$ cat config.mk
export PLATFORM = sky130hd
export DESIGN_NAME = frontend_top
export DESIGN_NICKNAME = d
export VERILOG_FILES = /design/src/common/fetch_pkg.sv /design/src/fetch/inst_decoder.sv /design/src/fetch/fetch_unit.sv /design/src/hdl/inst_cache.sv /design/src/hdl/fetch_queue.sv /design/src/hdl/frontend_top.sv
export SDC_FILE = /design/constraint.sdc
export NUM_CORES = 1
export LEC_CHECK = 0
export ABC_AREA = 0
export BUFFER_PORTS_ARGS = -buffer_cell sky130_fd_sc_hd__buf_2
export CAP_MARGIN = 10
export CORE_ASPECT_RATIO = 0.75
export CORE_UTILIZATION = 45
export DETAILED_ROUTE_END_ITERATION = 6
export PLACE_DENSITY_LB_ADDON = 0.05
export REMOVE_ABC_BUFFERS = 1
export SYNTH_ARGS = -nofsm -noshare
export SYNTH_HDL_FRONTEND = slang
export SYNTH_SLANG_ARGS = --single-unit
$ cat constraint.sdc
create_clock -name clk_in -period 8.7 [get_ports clk_in]
set_input_delay 0 -clock clk_in [delete_from_list [all_inputs] [get_ports clk_in]]
set_output_delay 0 -clock clk_in [all_outputs]
set_load 0.01 [all_outputs]
$ cat src/common/fetch_pkg.sv
`default_nettype none

package fetch_pkg;

  // immediate forms reuse the register-form code and raise use_imm
  typedef enum logic [4:0] {
    OP_LB, OP_LBU, OP_LH, OP_LHU, OP_LW,
    OP_SB, OP_SH, OP_SW,
    OP_BEQ, OP_BNE, OP_BLT, OP_BGE, OP_BLTU, OP_BGEU,
    OP_JAL, OP_JALR, OP_AUIPC, OP_LUI,
    OP_ADD, OP_SUB, OP_AND, OP_OR, OP_XOR,
    OP_SLL, OP_SRL, OP_SRA, OP_SLT, OP_SLTU,
    OP_INVALID
  } op_e;

  typedef struct packed {
    logic [6:0] funct7;
    logic [4:0] rs2;
    logic [4:0] rs1;
    logic [2:0] funct3;
    logic [4:0] rd;
    logic [6:0] opcode;
  } r_fmt_t;

  typedef struct packed {
    logic [11:0] imm_11_0;
    logic [4:0]  rs1;
    logic [2:0]  funct3;
    logic [4:0]  rd;
    logic [6:0]  opcode;
  } i_fmt_t;

  typedef struct packed {
    logic [6:0] imm_11_5;
    logic [4:0] rs2;
    logic [4:0] rs1;
    logic [2:0] funct3;
    logic [4:0] imm_4_0;
    logic [6:0] opcode;
  } s_fmt_t;

  typedef struct packed {
    logic       imm_12;
    logic [5:0] imm_10_5;
    logic [4:0] rs2;
    logic [4:0] rs1;
    logic [2:0] funct3;
    logic [3:0] imm_4_1;
    logic       imm_11;
    logic [6:0] opcode;
  } b_fmt_t;

  typedef struct packed {
    logic [19:0] imm_31_12;
    logic [4:0]  rd;
    logic [6:0]  opcode;
  } u_fmt_t;

  typedef struct packed {
    logic       imm_20;
    logic [9:0] imm_10_1;
    logic       imm_11;
    logic [7:0] imm_19_12;
    logic [4:0] rd;
    logic [6:0] opcode;
  } j_fmt_t;

  // one instruction word seen through every base format
  typedef union packed {
    r_fmt_t r;
    i_fmt_t i;
    s_fmt_t s;
    b_fmt_t b;
    u_fmt_t u;
    j_fmt_t j;
  } inst_word_u;

  // major opcodes
  localparam logic [6:0] OPC_LOAD   = 7'b0000011;
  localparam logic [6:0] OPC_STORE  = 7'b0100011;
  localparam logic [6:0] OPC_BRANCH = 7'b1100011;
  localparam logic [6:0] OPC_JAL    = 7'b1101111;
  localparam logic [6:0] OPC_JALR   = 7'b1100111;
  localparam logic [6:0] OPC_OPIMM  = 7'b0010011;
  localparam logic [6:0] OPC_OP     = 7'b0110011;
  localparam logic [6:0] OPC_LUI    = 7'b0110111;
  localparam logic [6:0] OPC_AUIPC  = 7'b0010111;

  localparam logic [1:0] AXI_RESP_OKAY = 2'b00;

endpackage

`default_nettype wire

$ cat src/fetch/inst_decoder.sv
`timescale 1ns/10ps
`default_nettype none

module inst_decoder (
  input  logic [31:0]    inst,
  output fetch_pkg::op_e op,
  output logic [4:0]     rd,
  output logic [4:0]     rs1,
  output logic [4:0]     rs2,
  output logic [31:0]    imm,
  output logic           use_imm,
  output logic           is_branch,
  output logic           is_ls,
  output logic           is_jalr
);

  import fetch_pkg::*;

  inst_word_u  w;
  logic [31:0] imm_i;
  logic [31:0] imm_s;
  logic [31:0] imm_b;
  logic [31:0] imm_u;
  logic [31:0] imm_j;
  logic [31:0] imm_sh;

  assign w = inst;

  // sign-extended immediate per format
  assign imm_i  = {{20{w.i.imm_11_0[11]}}, w.i.imm_11_0};
  assign imm_s  = {{20{w.s.imm_11_5[6]}}, w.s.imm_11_5, w.s.imm_4_0};
  assign imm_b  = {{19{w.b.imm_12}}, w.b.imm_12, w.b.imm_11, w.b.imm_10_5,
                   w.b.imm_4_1, 1'b0};
  assign imm_u  = {w.u.imm_31_12, 12'h000};
  assign imm_j  = {{11{w.j.imm_20}}, w.j.imm_20, w.j.imm_19_12, w.j.imm_11,
                   w.j.imm_10_1, 1'b0};
  assign imm_sh = {27'd0, w.r.rs2}; // shamt of slli/srli/srai

  always_comb begin
    op        = OP_INVALID;
    rd        = w.r.rd;
    rs1       = w.r.rs1;
    rs2       = w.r.rs2;
    imm       = 32'd0;
    use_imm   = 1'b0;
    is_branch = 1'b0;
    is_ls     = 1'b0;
    is_jalr   = 1'b0;

    case (w.r.opcode)
      OPC_LUI: begin
        op      = OP_LUI;
        imm     = imm_u;
        use_imm = 1'b1;
      end
      OPC_AUIPC: begin
        op      = OP_AUIPC;
        imm     = imm_u;
        use_imm = 1'b1;
      end
      OPC_JAL: begin
        op  = OP_JAL;
        imm = imm_j;
      end
      OPC_JALR: begin
        if (w.i.funct3 == 3'd0) op = OP_JALR;
        imm     = imm_i;
        use_imm = 1'b1;
        is_jalr = 1'b1;
      end
      OPC_BRANCH: begin
        case (w.b.funct3)
          3'd0: op = OP_BEQ;
          3'd1: op = OP_BNE;
          3'd4: op = OP_BLT;
          3'd5: op = OP_BGE;
          3'd6: op = OP_BLTU;
          3'd7: op = OP_BGEU;
          default: op = OP_INVALID;
        endcase
        imm       = imm_b;
        is_branch = 1'b1;
      end
      OPC_LOAD: begin
        case (w.i.funct3)
          3'd0: op = OP_LB;
          3'd1: op = OP_LH;
          3'd2: op = OP_LW;
          3'd4: op = OP_LBU;
          3'd5: op = OP_LHU;
          default: op = OP_INVALID;
        endcase
        imm     = imm_i;
        use_imm = 1'b1;
        is_ls   = 1'b1;
      end
      OPC_STORE: begin
        case (w.s.funct3)
          3'd0: op = OP_SB;
          3'd1: op = OP_SH;
          3'd2: op = OP_SW;
          default: op = OP_INVALID;
        endcase
        imm   = imm_s;
        is_ls = 1'b1;
      end
      OPC_OPIMM: begin
        use_imm = 1'b1;
        imm     = imm_i;
        case (w.i.funct3)
          3'd0: op = OP_ADD;
          3'd2: op = OP_SLT;
          3'd3: op = OP_SLTU;
          3'd4: op = OP_XOR;
          3'd6: op = OP_OR;
          3'd7: op = OP_AND;
          3'd1: begin
            if (w.r.funct7 == 7'h00) op = OP_SLL;
            imm = imm_sh;
          end
          default: begin // funct3 5 picks logical or arithmetic by funct7
            if (w.r.funct7 == 7'h00) op = OP_SRL;
            else if (w.r.funct7 == 7'h20) op = OP_SRA;
            imm = imm_sh;
          end
        endcase
      end
      OPC_OP: begin
        if (w.r.funct7 == 7'h00) begin
          case (w.r.funct3)
            3'd0: op = OP_ADD;
            3'd1: op = OP_SLL;
            3'd2: op = OP_SLT;
            3'd3: op = OP_SLTU;
            3'd4: op = OP_XOR;
            3'd5: op = OP_SRL;
            3'd6: op = OP_OR;
            default: op = OP_AND;
          endcase
        end else if (w.r.funct7 == 7'h20) begin
          if (w.r.funct3 == 3'd0) op = OP_SUB;
          else if (w.r.funct3 == 3'd5) op = OP_SRA;
        end
      end
      default: op = OP_INVALID;
    endcase

    // unknown word clears every field and flag
    if (op == OP_INVALID) begin
      rd        = 5'd0;
      rs1       = 5'd0;
      rs2       = 5'd0;
      imm       = 32'd0;
      use_imm   = 1'b0;
      is_branch = 1'b0;
      is_ls     = 1'b0;
      is_jalr   = 1'b0;
    end
  end

endmodule

`default_nettype wire

$ cat src/fetch/fetch_unit.sv
`timescale 1ns/10ps
`default_nettype none

module fetch_unit #(
  parameter logic [31:0] RESET_PC = 32'h0000_0000
) (
  input  logic             clk_in,
  input  logic             rst_in,
  output logic [31:0]      fetch_addr,
  input  logic             inst_available,
  input  fetch_pkg::op_e   op,
  input  logic [31:0]      imm,
  input  logic             is_jalr,
  input  logic             queue_full,
  input  logic             jalr_done,
  input  logic [31:0]      jalr_addr,
  input  logic             predict_fail,
  input  logic [31:0]      fail_addr,
  output logic             push,
  output logic [31:0]      push_pc
);

  import fetch_pkg::*;

  logic [31:0] pc;
  logic        jalr_stall; // waiting for the back end to resolve a jalr
  logic [31:0] next_seq_pc;

  assign fetch_addr = pc;
  assign push_pc    = pc;

  // a redirect in this cycle wins over the word sitting at pc
  assign push = inst_available && !jalr_stall && !queue_full
                && !predict_fail && !jalr_done;

  // jal target is known here, so follow it without a bubble
  assign next_seq_pc = (op == OP_JAL) ? pc + imm : pc + 32'd4;

  always_ff @(posedge clk_in) begin
    if (rst_in) begin
      pc         <= RESET_PC;
      jalr_stall <= 1'b0;
    end else if (predict_fail) begin
      pc         <= fail_addr;
      jalr_stall <= 1'b0;
    end else if (jalr_done) begin
      pc         <= jalr_addr;
      jalr_stall <= 1'b0;
    end else if (push) begin
      pc <= next_seq_pc;
      if (is_jalr) begin
        jalr_stall <= 1'b1; // target comes later from the alu
      end
    end
  end

endmodule

`default_nettype wire

$ cat src/hdl/inst_cache.sv
`timescale 1ns/10ps
`default_nettype none

module inst_cache #(
  parameter int CACHE_LINES = 16
) (
  input  logic        clk_in,
  input  logic        rst_in,
  input  logic [31:0] fetch_addr,
  output logic [31:0] inst,
  output logic        inst_available,
  output logic [31:0] m_axi_araddr,
  output logic [2:0]  m_axi_arprot,
  output logic        m_axi_arvalid,
  input  logic        m_axi_arready,
  input  logic [31:0] m_axi_rdata,
  input  logic [1:0]  m_axi_rresp,
  input  logic        m_axi_rvalid,
  output logic        m_axi_rready
);

  import fetch_pkg::*;

  localparam int IDX_W = $clog2(CACHE_LINES);
  localparam int TAG_W = 30 - IDX_W;

  localparam logic [1:0] S_IDLE = 2'd0;
  localparam logic [1:0] S_ADDR = 2'd1;
  localparam logic [1:0] S_DATA = 2'd2;

  logic [31:0]            data_mem [CACHE_LINES];
  logic [TAG_W-1:0]       tag_mem  [CACHE_LINES];
  logic [CACHE_LINES-1:0] valid_q;

  logic [1:0]       state;
  logic [31:0]      miss_addr; // word being refilled stays latched across redirects
  logic [IDX_W-1:0] fetch_idx;
  logic [TAG_W-1:0] fetch_tag;
  logic [IDX_W-1:0] miss_idx;
  logic             hit;
  logic             r_fire;

  assign fetch_idx = fetch_addr[IDX_W+1:2];
  assign fetch_tag = fetch_addr[31:IDX_W+2];
  assign miss_idx  = miss_addr[IDX_W+1:2];

  assign hit            = valid_q[fetch_idx] && (tag_mem[fetch_idx] == fetch_tag);
  assign inst           = data_mem[fetch_idx];
  assign inst_available = hit;

  assign m_axi_araddr  = miss_addr;
  assign m_axi_arprot  = 3'b100; // instruction, secure, unprivileged
  assign m_axi_arvalid = (state == S_ADDR);
  assign m_axi_rready  = (state == S_DATA);
  assign r_fire        = m_axi_rvalid && m_axi_rready;

  always_ff @(posedge clk_in) begin
    if (rst_in) begin
      state   <= S_IDLE;
      valid_q <= '0;
    end else begin
      case (state)
        S_IDLE: begin
          if (!hit) state <= S_ADDR;
        end
        S_ADDR: begin
          if (m_axi_arready) state <= S_DATA;
        end
        S_DATA: begin
          if (r_fire) begin
            // a bad response leaves the line empty, so idle misses again
            valid_q[miss_idx] <= (m_axi_rresp == AXI_RESP_OKAY);
            state             <= S_IDLE;
          end
        end
        default: state <= S_IDLE;
      endcase
    end
  end

  // line payload and the latched miss address
  always_ff @(posedge clk_in) begin
    if (state == S_IDLE && !hit) begin
      miss_addr <= {fetch_addr[31:2], 2'b00};
    end
    if (r_fire) begin
      data_mem[miss_idx] <= m_axi_rdata;
      tag_mem[miss_idx]  <= miss_addr[31:IDX_W+2];
    end
  end

endmodule

`default_nettype wire

$ cat src/hdl/fetch_queue.sv
`timescale 1ns/10ps
`default_nettype none

module fetch_queue #(
  parameter int QUEUE_DEPTH = 4
) (
  input  logic           clk_in,
  input  logic           rst_in,
  input  logic           push,
  input  logic           flush,
  input  logic [31:0]    in_pc,
  input  fetch_pkg::op_e in_op,
  input  logic [4:0]     in_rd,
  input  logic [4:0]     in_rs1,
  input  logic [4:0]     in_rs2,
  input  logic [31:0]    in_imm,
  input  logic           in_use_imm,
  input  logic           in_is_branch,
  input  logic           in_is_ls,
  input  logic           in_is_jalr,
  output logic           queue_full,
  output logic           deq_valid,
  input  logic           deq_ready,
  output logic [31:0]    deq_pc,
  output fetch_pkg::op_e deq_op,
  output logic [4:0]     deq_rd,
  output logic [4:0]     deq_rs1,
  output logic [4:0]     deq_rs2,
  output logic [31:0]    deq_imm,
  output logic           deq_use_imm,
  output logic           deq_is_branch,
  output logic           deq_is_ls,
  output logic           deq_is_jalr
);

  import fetch_pkg::*;

  localparam int PTR_W = $clog2(QUEUE_DEPTH);

  logic [31:0] pc_mem   [QUEUE_DEPTH];
  op_e         op_mem   [QUEUE_DEPTH];
  logic [14:0] regs_mem [QUEUE_DEPTH]; // rd, rs1, rs2
  logic [31:0] imm_mem  [QUEUE_DEPTH];
  logic [3:0]  flag_mem [QUEUE_DEPTH]; // use_imm, branch, ls, jalr

  logic [PTR_W-1:0] wr_ptr;
  logic [PTR_W-1:0] rd_ptr;
  logic [PTR_W:0]   count;
  logic             do_push;
  logic             do_pop;

  assign queue_full = (count == QUEUE_DEPTH);
  assign deq_valid  = (count != 0);
  assign do_push    = push && !queue_full;
  assign do_pop     = deq_valid && deq_ready;

  assign deq_pc  = pc_mem[rd_ptr];
  assign deq_op  = op_mem[rd_ptr];
  assign deq_imm = imm_mem[rd_ptr];
  assign {deq_rd, deq_rs1, deq_rs2} = regs_mem[rd_ptr];
  assign {deq_use_imm, deq_is_branch, deq_is_ls, deq_is_jalr} = flag_mem[rd_ptr];

  always_ff @(posedge clk_in) begin
    if (rst_in || flush) begin // mispredict drops everything queued
      wr_ptr <= '0;
      rd_ptr <= '0;
      count  <= '0;
    end else begin
      if (do_push) wr_ptr <= wr_ptr + 1'b1;
      if (do_pop) rd_ptr <= rd_ptr + 1'b1;
      count <= count + (do_push ? 1'b1 : 1'b0) - (do_pop ? 1'b1 : 1'b0);
    end
  end

  always_ff @(posedge clk_in) begin
    if (do_push) begin
      pc_mem[wr_ptr]   <= in_pc;
      op_mem[wr_ptr]   <= in_op;
      regs_mem[wr_ptr] <= {in_rd, in_rs1, in_rs2};
      imm_mem[wr_ptr]  <= in_imm;
      flag_mem[wr_ptr] <= {in_use_imm, in_is_branch, in_is_ls, in_is_jalr};
    end
  end

endmodule

`default_nettype wire

$ cat src/hdl/frontend_top.sv
`timescale 1ns/10ps
`default_nettype none

module frontend_top #(
  parameter logic [31:0] RESET_PC    = 32'h0000_0000,
  parameter int          CACHE_LINES = 16,
  parameter int          QUEUE_DEPTH = 4
) (
  input  logic           clk_in,
  input  logic           rst_in,
  output logic [31:0]    m_axi_araddr,
  output logic [2:0]     m_axi_arprot,
  output logic           m_axi_arvalid,
  input  logic           m_axi_arready,
  input  logic [31:0]    m_axi_rdata,
  input  logic [1:0]     m_axi_rresp,
  input  logic           m_axi_rvalid,
  output logic           m_axi_rready,
  input  logic           jalr_done,
  input  logic [31:0]    jalr_addr,
  input  logic           predict_fail,
  input  logic [31:0]    fail_addr,
  output logic           deq_valid,
  input  logic           deq_ready,
  output logic [31:0]    deq_pc,
  output fetch_pkg::op_e deq_op,
  output logic [4:0]     deq_rd,
  output logic [4:0]     deq_rs1,
  output logic [4:0]     deq_rs2,
  output logic [31:0]    deq_imm,
  output logic           deq_use_imm,
  output logic           deq_is_branch,
  output logic           deq_is_ls,
  output logic           deq_is_jalr
);

  import fetch_pkg::*;

  logic [31:0] fetch_addr;
  logic [31:0] inst;
  logic        inst_available;
  logic        queue_full;
  logic        push;
  logic [31:0] push_pc;

  // decoded fields of the word at fetch_addr
  op_e         dec_op;
  logic [4:0]  dec_rd;
  logic [4:0]  dec_rs1;
  logic [4:0]  dec_rs2;
  logic [31:0] dec_imm;
  logic        dec_use_imm;
  logic        dec_is_branch;
  logic        dec_is_ls;
  logic        dec_is_jalr;

  inst_cache #(.CACHE_LINES(CACHE_LINES)) i_inst_cache (
    .clk_in, .rst_in, .fetch_addr, .inst, .inst_available,
    .m_axi_araddr, .m_axi_arprot, .m_axi_arvalid, .m_axi_arready,
    .m_axi_rdata, .m_axi_rresp, .m_axi_rvalid, .m_axi_rready
  );

  inst_decoder i_inst_decoder (
    .inst, .op(dec_op), .rd(dec_rd), .rs1(dec_rs1), .rs2(dec_rs2),
    .imm(dec_imm), .use_imm(dec_use_imm), .is_branch(dec_is_branch),
    .is_ls(dec_is_ls), .is_jalr(dec_is_jalr)
  );

  fetch_unit #(.RESET_PC(RESET_PC)) i_fetch_unit (
    .clk_in, .rst_in, .fetch_addr, .inst_available,
    .op(dec_op), .imm(dec_imm), .is_jalr(dec_is_jalr), .queue_full,
    .jalr_done, .jalr_addr, .predict_fail, .fail_addr, .push, .push_pc
  );

  fetch_queue #(.QUEUE_DEPTH(QUEUE_DEPTH)) i_fetch_queue (
    .clk_in, .rst_in, .push,
    .flush(predict_fail), // mispredict empties the queue
    .in_pc(push_pc), .in_op(dec_op), .in_rd(dec_rd), .in_rs1(dec_rs1),
    .in_rs2(dec_rs2), .in_imm(dec_imm), .in_use_imm(dec_use_imm),
    .in_is_branch(dec_is_branch), .in_is_ls(dec_is_ls), .in_is_jalr(dec_is_jalr),
    .queue_full, .deq_valid, .deq_ready, .deq_pc, .deq_op, .deq_rd,
    .deq_rs1, .deq_rs2, .deq_imm, .deq_use_imm, .deq_is_branch,
    .deq_is_ls, .deq_is_jalr
  );

endmodule

`default_nettype wire

Yosys cells after proc, flatten, opt, wreduce, memory -nomap -nowiden
Memories as Yosys holds them, arrays and structs flattened. A register that Yosys moved wholly into a read port is not among the register bits.
Cells that the tools add are included.
{"block": "word_totals", "reg_bits": 88, "ramBits": 1280, "in_bits": 105, "out_inout_bits": 126, "wordCells": 142, "n_memories": 7}
{"name": "i_inst_cache.data_mem", "words": 16, "word_bits": 32, "read_ports": 1, "rd_ports_with_merged_regs": 1, "wr": 1, "line": "inst_cache.sv:31", "rtl": "logic [31:0] data_mem [CACHE_LINES];"}
{"name": "i_inst_cache.tag_mem", "words": 16, "word_bits": 26, "read_ports": 1, "rd_ports_with_merged_regs": 1, "wr": 1, "line": "inst_cache.sv:32", "rtl": "logic [TAG_W-1:0] tag_mem [CACHE_LINES];"}
{"name": "i_fetch_queue.imm_mem", "words": 4, "word_bits": 32, "read_ports": 1, "rd_ports_with_merged_regs": 1, "wr": 1, "line": "fetch_queue.sv:43", "rtl": "logic [31:0] imm_mem [QUEUE_DEPTH];"}
{"name": "i_fetch_queue.pc_mem", "words": 4, "word_bits": 32, "read_ports": 1, "rd_ports_with_merged_regs": 1, "wr": 1, "line": "fetch_queue.sv:40", "rtl": "logic [31:0] pc_mem [QUEUE_DEPTH];"}
{"name": "i_fetch_queue.regs_mem", "words": 4, "word_bits": 15, "read_ports": 1, "rd_ports_with_merged_regs": 1, "wr": 1, "line": "fetch_queue.sv:42", "rtl": "logic [14:0] regs_mem [QUEUE_DEPTH];"}
{"name": "i_fetch_queue.op_mem", "words": 4, "word_bits": 5, "read_ports": 1, "rd_ports_with_merged_regs": 1, "wr": 1, "line": "fetch_queue.sv:41", "rtl": "op_e op_mem [QUEUE_DEPTH];"}
{"name": "+1 memories"}
{"block": "op_classes", "add_sub_neg": 6, "order_cmp": 3, "eq_ne": 26, "n_mux": 61, "n_reduce_logical": 31}
{"operator": "$mux 32", "n": 6}
{"operator": "$pmux 32 s6", "n": 1}
{"operator": "$pmux 5 s9", "n": 1}
{"operator": "$mux 5", "n": 8}
{"operator": "$pmux 5 s7", "n": 1}
{"operator": "$add 32x3->32 const B", "n": 1}
{"operator": "$add 32x32->32", "n": 1}
{"operator": "$pmux 5 s6", "n": 1}
{"operator": "$eq 7x6->1 const B", "n": 4}
{"operator": "$pmux 4 s7", "n": 1}
{"operator": "$eq 26x26->1", "n": 1}
{"operator": "$mux 2", "n": 13}
{"operator": "$pmux 5 s5", "n": 1}
{"operator": "$eq 7x7->1 const B", "n": 3}
{"operator": "$mux 4", "n": 5}
{"operator": "$bwmux 16", "n": 1}
{"operator": "$mux 1", "n": 16}
{"operator": "$eq 3x3->1 const B", "n": 5}
{"operator": "$pmux 5 s3", "n": 1}
{"operator": "$eq 7x5->1 const B", "n": 2}
{"operator": "$logic_and 1x1->1", "n": 10}
{"operator": "$lt 4x5->1 const B", "n": 2}
{"operator": "$eq 7x2->1 const B", "n": 1}
{"operator": "$logic_not 7->1", "n": 1}
{"operator": "27 further kinds", "n": 40}

Depth between registers and ports, before layout
{"block": "logic_depth", "ltp_word": 15, "mapped_depth": 29, "depth_no_buf": 22}

Cells and area by module
From an unflattened synthesis, not the netlist that was laid out.
{"block": "unflattened", "cells_unflattened": 3007, "hier_area_um2": 56360.3}
{"module": "inst_cache", "n_inst": 1, "cells_each": 1640, "area_per_inst_um2": 37558.5, "seq_area_each_um2": 29127.9}
{"module": "fetch_queue", "n_inst": 1, "cells_each": 508, "area_per_inst_um2": 13156.4, "seq_area_each_um2": 10750.3}
{"module": "fetch_unit", "n_inst": 1, "cells_each": 653, "area_per_inst_um2": 4521.8, "seq_area_each_um2": 660.6}
{"module": "inst_decoder", "n_inst": 1, "cells_each": 206, "area_per_inst_um2": 1123.6, "seq_area_each_um2": 0.0}

Worst setup path before layout
Ideal clock, no wire load.
{"block": "synth_timing", "path_kind": "flip-flop to flip-flop", "from": "register (tool-made name)", "to": "register i_fetch_unit.pc[28] (netlist: i_fetch_unit.fetch_addr[28])", "setup_time_ps": 70, "arrival_time_ps": 6048, "required_time_ps": 8630, "path_slack_ps": 2582, "path_stages_with_launch": 27, "n_path_buf": 5, "period_less_slack_ps": 6118, "cell_sequence": "dfxtp_1 buf_6 buf_4 buf_2 mux4_2 a221o_1 nor2_1 nand3_1 or2_1 o211a_1 nor3_2 buf_4 clkbuf_1 nor2_1 ha_1 fa_1 a21o_1 a21oi_1 o21ai_0 a21o_1 nand4_1 and3_1 nor2_1 a311oi_1 mux2i_1 a311o_1 a21oi_1"}
{"element": "end signal: assignment", "line": "fetch_unit.sv:44", "rtl": "pc <= fail_addr;"}
{"element": "end signal: assignment", "line": "fetch_unit.sv:47", "rtl": "pc <= jalr_addr;"}
{"element": "end signal: assignment", "line": "fetch_unit.sv:50", "rtl": "pc <= next_seq_pc;"}
{"element": "end: declaration", "line": "fetch_unit.sv:25", "rtl": "logic [31:0] pc;"}

==> results.ini <==
[outcome]
status = complete, but fails checks
violations = design-rule violations

[logic_synthesis]
synthArstFlopShare_pct = 0
synth-edff-count = 1310
syn_area_per_cell_um2 = 19.56
yosys_warnings = 0
yosysUniqueCellTypes = 76
seq_area_frac_synth_pct = 73.27
netlist_area_um2 = 55440
synth-main-ff-cell = edfxtp_1
netlist_instances = 2834
synth-seq-cells = 1374

[clock_tree]
cts_tree = yes
cts-buffers-inserted = 137
cts_sinks = 1374
clk_path_buf_depth = 3
cts-htree-levels = 4
cts_root_buffer = clkbuf_16
clkLatencyLatePin_ps = 790
path_clk_slew_ps = 60

[cells_and_area]
fin_area_um2 = 64480
final_common_cell = edfxtp_1
multiInputGateArea_um2 = 14130
nFillCells = 9713
layout_common_cells = edfxtp_1, mux4_2, buf_2, clkbuf_16, dlygate4sd3_1
syn_to_final_growth_pct = 16.30
regArea_um2 = 40640
fin_util_pct = 52.75
drive_gt1_share_pct = 27.25
nNetsFinal = 3418

[worst_hold_path]
hold_start = predict_fail
worstHoldEndpoint = i_fetch_unit.fetch_addr[21]
hp-class = in -> reg
holdPathStages = 4

[power]
p_clk_share_pct = 40.6
vdd_ir_drop_max_uv = 215.4
power_density_nw_per_um2 = 220.4
power_frac_comb_pct = 7.0
pwr-share-seq_pct = 52.5
netSwitchingPower_uw = 3189
power_switching_share_pct = 22.44
p_int_uw = 11020
leakage_uw = 0.02080

[floorplanning]
fp.dieH_um = 306.0
ios = 231
dieArea_um2 = 124600
num_rows = 111
initial_utilization_pct = 45.36
design.core.area_um2 = 122200
die_w_um = 407.3

[sta]
max_slew_margin_pct = 20.68
worst_pin_slew_ps = 1177
rsz0062_at_grt = no
skew_ps = 36.10
fin_crit_ps = 8244
hold_violations = 0
min_period_over_period_pct = 94.76
layout_setup_ws_ps = 455.7
finalMaxSlewViolations = 0
finalSetupViolCount = 0
max_freq_mhz = 121.3

[global_routing]
grt_pass1_vias = 30307
grt_usage_pct = 25.48
grt_max_degree = 69
antenna_found_initial = 9
grt_pass1_wl_um = 224700
globalRouteOverflowTotal = 0

[placed_design]
gp_congestion = 0.9203
dp_hpwl_um = 93880
pre_cts_ws_ps = 774.0
io_buffers = 225
dpl-instance-area_um2 = 58880

[setup_path]
cp_max_fo = 32
critPathKind = reg -> reg
worstSetupStartpointType = flip-flop
cpPeakStageDelay_ps = 730
r2r-end = i_fetch_unit.fetch_addr[11]
critPathSlowestCell = dfxtp_4
r2r_cells = 26
rrSetupSlack_ps = 460
required_ps = 9370
end_kind = flip-flop
worstPathArrival_ps = 8910

[route]
drcViolationCount = 6
ant_nets = 0
drt_iter0_drc = 3191
detailroute.via_count = 30125
routed_wl_um = 158300
dr.pass1.iters = 7
viasPerCell = 6.008
drt-wirelength-per-cell_um = 31.58

[run]
maxCapViolCount = 0

## per-layer routing
layer / part of all wire [%] / global-route usage [%]
met3: 6.9 / 4.156
met4: 2.1 / 7.169
met2: 47 / 40.06
met5: 0.026 / 0
met1: 44 / 37.01
## repair_timing
item,4_1_cts,5_1_grt
setup endpoints to repair,0,16
hold buffers,122,0
gates resized for setup,0,3
buffers inserted,0,3
endpoints found under the hold margin,571,0
## worst max path at each step
stage                                        to  slack, ps  cells past startpoint
floorplan           i_fetch_unit.fetch_addr[31]      -6370                     22
CTS                 i_fetch_unit.fetch_addr[11]         70                     26
detailed placement  i_fetch_unit.fetch_addr[20]        770                     20
global placement    i_fetch_unit.fetch_addr[28]        820                     20
global route        i_fetch_unit.fetch_addr[11]         10                     26
finish              i_fetch_unit.fetch_addr[11]        460                     26
## critical path: cells and delay by family, from the launching register on
| kind | cells | cell delay (ps) |
|---|---|---|
| AOI/OAI and AO/OA | 12 | 2930 |
| and+or+nand+nor | 7 | 1700 |
| buffers and inverters | 4 | 1700 |
| DFF | 1 | 730 |
| muxes | 2 | 630 |
| adders and majority gates | 1 | 360 |
## flip-flops by register name, summed over array words and instances (netlist names), 3 cells and up, named ones only
name,cells
i_inst_cache.data_mem,512
i_inst_cache.tag_mem,416
i_fetch_queue.imm_mem,128
i_fetch_queue.pc_mem,128
i_fetch_queue.regs_mem,60
i_fetch_unit.fetch_addr,32
i_inst_cache.m_axi_araddr,30
i_fetch_queue.op_mem,20
i_fetch_queue.flag_mem,16
i_inst_cache.valid_q,16
i_fetch_queue.count,3
## final cells by class
type	instances	share of cell area [%]
antenna	3	0.01164
clock inverter	57	0.8539
tap	1638	3.179
timing repair buffer	446	5.016
clock buffer	182	5.787
sequential	1374	63.03
multi-input combinational	1280	21.92
inverter	34	0.1979
## cells by family after synthesis
family / synth area share, %
flops: 73.27
fa+ha+maj: 0.9479
other cells: 0.01355
buf+inv: 1.548
mux: 15.41
xor+xnor: 1.232
compound gates: 3.676
simple gates: 3.902
## synthesized netlist by cell type (all sizes together), types with 23 or more instances
cell / count / share of area, %
edfxtp: 1310 / 71
a21o: 23 / 0.31
mux2i: 55 / 0.99
xor2: 24 / 0.38
dfxtp: 64 / 2.3
nor3: 47 / 0.44
ha: 38 / 0.86
inv: 34 / 0.23
nand3: 33 / 0.30
buf: 79 / 0.84
clkbuf: 70 / 0.47
nor2: 134 / 0.91
o21ai: 50 / 0.45
a21oi: 97 / 0.88
nand2: 102 / 0.69
mux4: 350 / 14
xnor2: 54 / 0.85
## power by group through the flow
stage	Clock [µW]	Combinational, µW	Sequential (µW)
6_report	5760	992	7460
5_1_grt	6110	1050	7470
4_1_cts	5870	970	7470
3_5_place_dp	0	914	7610
3_3_place_gp	0	904	7600
2_1_floorplan	0	580	7620
## through the flow
stage               cells  hold WS, ps  setup TNS [ps]  total power, µW
finish               5014        104.2               0            14210
global route         5011        104.6               0            14630
CTS                  5008        28.42               0            14310
detailed placement   4647        237.5               0             8526
global placement     4647        237.9               0             8508
floorplan            2688        69.07        -3148300             8203
(Power assumes the default switching activity.)
